===== config.mk =====
export PLATFORM = sky130hd
export DESIGN_NAME = icache_top
export DESIGN_NICKNAME = d
export VERILOG_FILES = /design/src/source/icache_pkg.sv /design/src/source/fetch_merge.sv /design/src/source/icache_array.sv /design/src/source/icache_top.sv /design/src/source/prefetch_queue.sv
export VERILOG_INCLUDE_DIRS = /design/src /design/src/source
export SDC_FILE = /design/constraint.sdc
export NUM_CORES = 2
export LEC_CHECK = 0
export BUFFER_PORTS_ARGS = -buffer_cell sky130_fd_sc_hd__buf_2
export CORE_ASPECT_RATIO = 1.2
export CORE_MARGIN = 5
export CORE_UTILIZATION = 45
export DETAILED_ROUTE_END_ITERATION = 8
export PLACE_DENSITY_LB_ADDON = 0.08
export SYNTH_ARGS = -nofsm -noshare
export SYNTH_HDL_FRONTEND = slang
export SYNTH_SLANG_ARGS = --single-unit

===== constraint.sdc =====
create_clock -name clock -period 10.65 [get_ports clock]
set_clock_uncertainty 0.1 [all_clocks]
set_input_delay 0 -clock clock [delete_from_list [all_inputs] [get_ports clock]]
set_output_delay 0 -clock clock [all_outputs]
set_load 0.02 [all_outputs]

===== src/source/icache_consts.svh =====
`ifndef ICACHE_CONSTS_SVH
`define ICACHE_CONSTS_SVH

// Fetch and bus address width
`define ICACHE_ADDR_BITS 32

// One instruction word
`define ICACHE_DATA_BITS 64

// Direct-mapped, one word per set
`define ICACHE_SETS 32

`define ICACHE_QUEUE_DEPTH 4  // Prefetch address slots

`endif


===== src/source/icache_pkg.sv =====
`include "icache_consts.svh"

package icache_pkg;

  localparam int OFFSET_BITS = $clog2(`ICACHE_DATA_BITS / 8);
  localparam int INDEX_BITS = $clog2(`ICACHE_SETS);
  localparam int TAG_BITS = `ICACHE_ADDR_BITS - INDEX_BITS - OFFSET_BITS;

  typedef struct packed {
    logic [TAG_BITS-1:0] tag;
    logic [INDEX_BITS-1:0] index;
    logic [OFFSET_BITS-1:0] offset;  // Byte within the word
  } fetch_addr_t;

  typedef struct packed {
    logic valid;
    logic [TAG_BITS-1:0] tag;
    logic [`ICACHE_DATA_BITS-1:0] data;
  } array_entry_t;

  typedef struct packed {
    logic hit;
    logic [`ICACHE_DATA_BITS-1:0] data;
  } lookup_t;

  typedef struct packed {
    logic valid;  // Only in the ack cycle
    fetch_addr_t addr;
    logic [`ICACHE_DATA_BITS-1:0] data;
  } refill_t;

  typedef struct packed {
    logic enable;
    fetch_addr_t addr;
    logic [`ICACHE_DATA_BITS-1:0] data;
  } array_write_t;

  // Master side of a Wishbone classic read, we is tied off at the top
  typedef struct packed {
    logic cyc;
    logic stb;
    logic [`ICACHE_ADDR_BITS-1:0] adr;
  } wb_request_t;

  typedef struct packed {
    logic ack;
    logic [`ICACHE_DATA_BITS-1:0] dat;
  } wb_response_t;

endpackage


===== src/source/fetch_merge.sv =====
`include "icache_consts.svh"

module fetch_merge import icache_pkg::*; (
  input fetch_addr_t fetch_addr,
  input logic fetch_request,
  input lookup_t lookup,
  input refill_t refill,
  output logic [`ICACHE_DATA_BITS-1:0] fetch_data,
  output logic fetch_valid,
  output array_write_t write
);

  logic refill_match;

  // Byte offset is ignored, both sides name whole words
  assign refill_match = refill.valid
                        && (refill.addr.tag == fetch_addr.tag)
                        && (refill.addr.index == fetch_addr.index);

  assign fetch_valid = fetch_request && (lookup.hit || refill_match);

  // Bypass the bus word while the array still misses
  assign fetch_data = lookup.hit ? lookup.data : refill.data;

  // Every returning word is installed, prefetched ones too
  assign write = '{
    enable: refill.valid,
    addr: refill.addr,
    data: refill.data
  };

endmodule


===== src/source/icache_array.sv =====
`include "icache_consts.svh"

module icache_array import icache_pkg::*; (
  input logic clock,
  input logic reset,
  input fetch_addr_t lookup_addr,
  output lookup_t lookup,
  input array_write_t write
);

  array_entry_t entries [`ICACHE_SETS];
  array_entry_t selected;

  // Lookup is combinational so a hit answers in the request cycle
  assign selected = entries[lookup_addr.index];
  assign lookup.hit = selected.valid && (selected.tag == lookup_addr.tag);
  assign lookup.data = selected.data;

  always_ff @(posedge clock) begin
    if (reset) begin
      for (int i = 0; i < `ICACHE_SETS; i++) begin
        entries[i].valid <= 1'b0;  // Tags and data keep their contents
      end
    end else if (write.enable) begin
      // Refill replaces whatever lived at this index
      entries[write.addr.index] <= '{
        valid: 1'b1,
        tag: write.addr.tag,
        data: write.data
      };
    end
  end

endmodule


===== src/source/icache_top.sv =====
`include "icache_consts.svh"

module icache_top import icache_pkg::*; (
  input logic clock,
  input logic reset,
  input fetch_addr_t fetch_addr,
  input logic fetch_request,
  output logic [`ICACHE_DATA_BITS-1:0] fetch_data,
  output logic fetch_valid,
  output wb_request_t wb_request,
  output logic wb_we,
  input wb_response_t wb_response
);

  lookup_t lookup;
  refill_t refill;
  array_write_t array_write;

  assign wb_we = 1'b0;  // Read-only master

  icache_array array_i (
    .clock(clock),
    .reset(reset),
    .lookup_addr(fetch_addr),
    .lookup(lookup),
    .write(array_write)
  );

  prefetch_queue queue_i (
    .clock(clock),
    .reset(reset),
    .fetch_addr(fetch_addr),
    .fetch_request(fetch_request),
    .lookup_hit(lookup.hit),
    .wb_request(wb_request),
    .wb_response(wb_response),
    .refill(refill)
  );

  fetch_merge merge_i (
    .fetch_addr(fetch_addr),
    .fetch_request(fetch_request),
    .lookup(lookup),
    .refill(refill),
    .fetch_data(fetch_data),
    .fetch_valid(fetch_valid),
    .write(array_write)
  );

endmodule


===== src/source/prefetch_queue.sv =====
`include "icache_consts.svh"

module prefetch_queue import icache_pkg::*; (
  input logic clock,
  input logic reset,
  input fetch_addr_t fetch_addr,
  input logic fetch_request,
  input logic lookup_hit,
  output wb_request_t wb_request,
  input wb_response_t wb_response,
  output refill_t refill
);

  localparam int SLOT_BITS = $clog2(`ICACHE_QUEUE_DEPTH);
  localparam int COUNT_BITS = $clog2(`ICACHE_QUEUE_DEPTH + 1);

  fetch_addr_t queue [`ICACHE_QUEUE_DEPTH];
  fetch_addr_t queue_next [`ICACHE_QUEUE_DEPTH];
  logic [COUNT_BITS-1:0] count;
  logic [COUNT_BITS-1:0] count_next;
  logic [SLOT_BITS-1:0] tail_slot;

  fetch_addr_t fetch_word;
  fetch_addr_t next_word;
  logic [`ICACHE_QUEUE_DEPTH-1:0] queued_match;
  logic head_match;
  logic bus_done;
  logic bus_free;
  logic reload;
  logic append;

  assign fetch_word = '{tag: fetch_addr.tag, index: fetch_addr.index, offset: '0};
  assign next_word = fetch_addr_t'(fetch_word + `ICACHE_ADDR_BITS'(8));

  // Parallel compare of the next word against every occupied slot
  always_comb begin
    for (int i = 0; i < `ICACHE_QUEUE_DEPTH; i++) begin
      queued_match[i] = (i < count) && (queue[i] == next_word);
    end
  end

  assign head_match = (count != '0) && (queue[0] == fetch_word);

  assign bus_done = wb_request.cyc && wb_response.ack;
  assign bus_free = !wb_request.cyc || wb_response.ack;  // Classic reads cannot be aborted

  // Restart the stream on a miss, unless the head is already that word
  assign reload = fetch_request && !lookup_hit && !head_match && bus_free;

  always_comb begin
    queue_next = queue;
    count_next = count;

    if (bus_done) begin
      for (int i = 0; i < `ICACHE_QUEUE_DEPTH - 1; i++) begin
        queue_next[i] = queue[i + 1];
      end
      count_next = count - 1'b1;
    end

    tail_slot = count_next[SLOT_BITS-1:0];
    // Only an active stream is extended, an idle queue stays idle on hits
    append = fetch_request && (count != '0) && !(|queued_match)
             && (count_next < `ICACHE_QUEUE_DEPTH);

    if (reload) begin
      queue_next[0] = fetch_word;
      queue_next[1] = next_word;
      count_next = COUNT_BITS'(2);
    end else if (append) begin
      queue_next[tail_slot] = next_word;
      count_next = count_next + 1'b1;
    end
  end

  always_ff @(posedge clock) begin
    queue <= queue_next;
  end

  always_ff @(posedge clock) begin
    if (reset) begin
      count <= '0;
      wb_request <= '0;
    end else begin
      count <= count_next;
      if (bus_done) begin
        wb_request.cyc <= 1'b0;  // Forces one idle cycle between reads
        wb_request.stb <= 1'b0;
      end else if (!wb_request.cyc && (count_next != '0)) begin
        wb_request.cyc <= 1'b1;
        wb_request.stb <= 1'b1;
        wb_request.adr <= queue_next[0];  // Held until ack
      end
    end
  end

  assign refill = '{
    valid: bus_done,
    addr: fetch_addr_t'(wb_request.adr),
    data: wb_response.dat
  };

endmodule


==> reports/metrics.csv <==
stage,metric,value,unit
status,status,"complete, no violations",
sta,relative slew slack,0.169,
grt,Tot GR Track Use,0.242,
yosys,xor/xnor share of the synthesized area,0.0166,
grt,met1 Track Usage GR,0.346,
flow_run,Max Cap Viol,0,
yosys,post-synth top area share,0.714,
yosys,Yosys top cell by area,edfxtp_1,
grt,antenna violations before repair,14,
setup_path,critical path peak fanout,101,
routing,drt drc,0,
grt,met2 Use GR,0.393,
place,# port buffers,195,
yosys,largest family of logic cells by synthesized area,multiplexers,
grt,global routing's busiest layer,met2,
yosys,synth unique cells,85,
setup_path,buffer and inverter count on the worst path,7,
floorplan,IO Pins,200,
sta,RSZ-0062 raised after global routing,false,
clock_tree,clk_lat worst skew,890,ps
clock_tree,post-cts gate resize count,0,
yosys,Compound-Gate Fraction of Synth Area,0.0315,
grt,largest net degree at the start of global routing,149,
routing,vias per cell,6.12,
clock_tree,Clock Sinks,3012,
layout,share of layout cells above drive strength 1,0.252,
setup_path,crit-path max cell delay,830,ps
routing,DRT iter0 DRCs,6303,
sta,setup tns final,0,ps
setup_path,worst path required time,11380,ps
setup_path,CP max-delay cell,nor2b_2,
yosys,Post-synth EDFFs,2848,
yosys,synth top area cells,"edfxtp_1, mux4_2, dfxtp_1",
setup_path,most frequent cell on the critical path,buf_4,
floorplan,core area,265000,sq um
grt,first-pass GRT wire length,480,mm
pwr,Leakage Power,0.0437,uW
floorplan,die height,575,um
layout,Filler cells,21200,
yosys,simple-gate share of the synthesized area,0.0321,
pwr,total design power,27000,uW
yosys,Post-Synthesis Cells,5943,
layout,Layout area overhead,13.8,%
setup_path,CP top delay family,buffers and inverters,
sta,final setup violation count,0,
floorplan,die area,277000,sq um
sta,Max Transition Viols Final,0,
sta,Tcrit/Tclk final,0.657,
clock_tree,total CTS buffers,313,
setup_path,ordered list of cells on the worst path,"dlygate4sd3_1, buf_8, buf_4, nor2b_2, a22o_1, a2111oi_0, a21oi_1, xnor2_1, nand4_1, or4_1, nor4_4, buf_12, or2_2, buf_4, o211a_1, buf_4, o21ai_0, a21oi_1, dlygate4sd3_1",
setup_path,CP arrival,7730,ps
place,gp weighted congestion,0.905,
routing,WL per Instance,33.3,um
yosys,asr flop ratio synth,0,
sta,Worst-Margin Slew,1250,ps
yosys,syn avg cell area,20.2,sq um
grt,vias in the first global route,63100,
floorplan,number of core rows,207,
yosys,Post-Syn Area,120000,sq um
routing,drt total wl,338,mm
layout,layout net count,6438,
clock_tree,Worst-path clk slew,60,ps
routing,ANT nets after route,0,
clock_tree,CTS tree,done,
grt,met3 Resource Use GR,0.0325,
sta,final hold violations,0,
pwr,Peak VDD IR,0.000122,V
yosys,Post-Synth Adder-Cell Area,0.000835,
clock_tree,CTS hold repair buffers,110,
clock_tree,post-CTS setup buffers,0,
routing,drt pass-1 iters,6,
setup_path,crit path kind,input pin to register,
yosys,syn_nets,6051,
setup_path,Critical Path Start Type,input pin,
yosys,sequential area share after synthesis,0.741,
setup_path,Crit. End Element,register,
sta,post-route minimum period,7000,ps
yosys,mux contribution to synthesized area,0.163,
clock_tree,Clock Tree Buf Depth,4,
place,hpwl dp,162,mm
floorplan,Die W,481,um
routing,vias post-DR,62000,
grt,gr ovfl total,0,
floorplan,initial cell density of the core,0.452,
yosys,Seq cells post-synth,3012,
clock_tree,CTS Root Cell,clkbuf_16,
yosys,Ys Warns,0,
sta,fmax,143,MHz
pwr,PwrDens,198,nW/um^2
yosys,predominant post-synthesis flop cell,edfxtp_1,
worst_hold_path,hold crit path type,input pin to register,
clock_tree,H-tree Lvls,5,
-- cell usage in the layout, fill, tap and decap left out, types with 32 or more instances in the layout --
cell           synthesis  layout
a21o_1                38      38
a21oi_1               80      79
a31oi_1              132     132
buf_2                 58     190
buf_4                 16     112
clkbuf_1             221      61
clkbuf_16              0     323
clkinv_1               1      68
clkinv_2               0      55
dfxtp_1              164     163
dlygate4sd3_1          0     110
edfxtp_1            2848    2848
inv_1                 36      36
mux2i_1              130     130
mux4_2               801     801
nand2_1              336     335
nand3_1               48      47
nor2_1               197     165
nor2_4                 0      32
nor3_1                39      39
nor4_1                32      32
o21ai_0               72      72
xnor2_1              116     116
xor2_1                81      81
-- synthesized netlist by cell type, types with 22 or more instances --
cell	n
clkbuf_1	221
nor2_1	197
mux4_2	801
xnor2_1	116
a31oi_1	132
o21a_1	22
nor4_1	32
o21ai_0	72
inv_1	36
edfxtp_1	2848
xor2_1	81
dfxtp_1	164
nand2_1	336
nor3_1	39
nand4_1	28
buf_1	68
a21oi_1	80
mux2i_1	130
nand3_1	48
a21o_1	38
buf_2	58
-- layer usage --
layer	vias to the layer above	share of wire
met2	2243	0.49
met5	-	0.00010
li1	25400	-
met4	6	0.029
met3	541	0.059
met1	33800	0.43
-- report_power, final --
part           leakage [uW]  switching [uW]  internal [uW]
clock network       0.00485            4530           6200
logic                0.0118            1640            908
registers            0.0271             243          13400
total                0.0437            6410          20500
-- layout make-up --
class | count | area (sq um) | share of cell area
Sequential cell | 3012 | 88800 | 0.651
Multi-Input combinational cell | 2520 | 29500 | 0.216
Clock buffer | 390 | 8390 | 0.0616
Tap cell | 3553 | 4450 | 0.0326
Timing Repair Buffer | 445 | 3530 | 0.0259
Clock inverter | 168 | 1490 | 0.0109
Inverter | 38 | 155 | 0.00114
Antenna cell | 5 | 12.5 | 0.0000918
-- flip-flops by register name, indices dropped and copies added (netlist names), named ones only --
name / count
array_i.entries: 2848
queue_i.count: 3
queue_i.queue: 99
queue_i.refill: 32
queue_i.wb_request: 1
-- cell families (layout without fill, tap and decap cells) --
family / Yosys count / in the layout
compound gates: 545 / 545
xor+xnor: 209 / 209
fa+ha+maj: 8 / 8
buf+inv: 411 / 1041
flops: 3012 / 3012
mux: 948 / 948
other cells: 1 / 6
simple gates: 809 / 809
-- worst paths after layout --
check / start / endpoint / slack, ps / depth (start not counted)
worst max-delay path: fetch_addr[4] / queue_i.refill[78] / 3650 / 19
worst max register to register: array_i.entries[23][72] / queue_i.refill[78] / 4260 / 16
worst min register to register: array_i.entries[15][88] / array_i.entries[15][88] / 350 / 1
worst min-delay path: fetch_addr[3] / register / 70 / 3
-- per-stage QoR --
step / instance area [sq um] / cells / setup slack [ps] / hold slack (ps) / util
6_report: 136000 / 10100 / 3650 / 67.5 / 0.515
5_1_grt: 136000 / 10100 / 3310 / 41.0 / 0.515
4_1_cts: 136000 / 10100 / 3640 / 21.8 / 0.515
3_5_place_dp: 125000 / 9458 / 3480 / 339 / 0.473
3_3_place_gp: 125000 / 9458 / 3470 / 331 / 0.473
2_1_floorplan: 120000 / 5943 / 4830 / -1.13 / -
-- worst min-delay path: stages --
cell	delay, ps
buf_8	240
inv_1	140
buf_4	330
No activity file was read; power rests on OpenSTA's default activity.
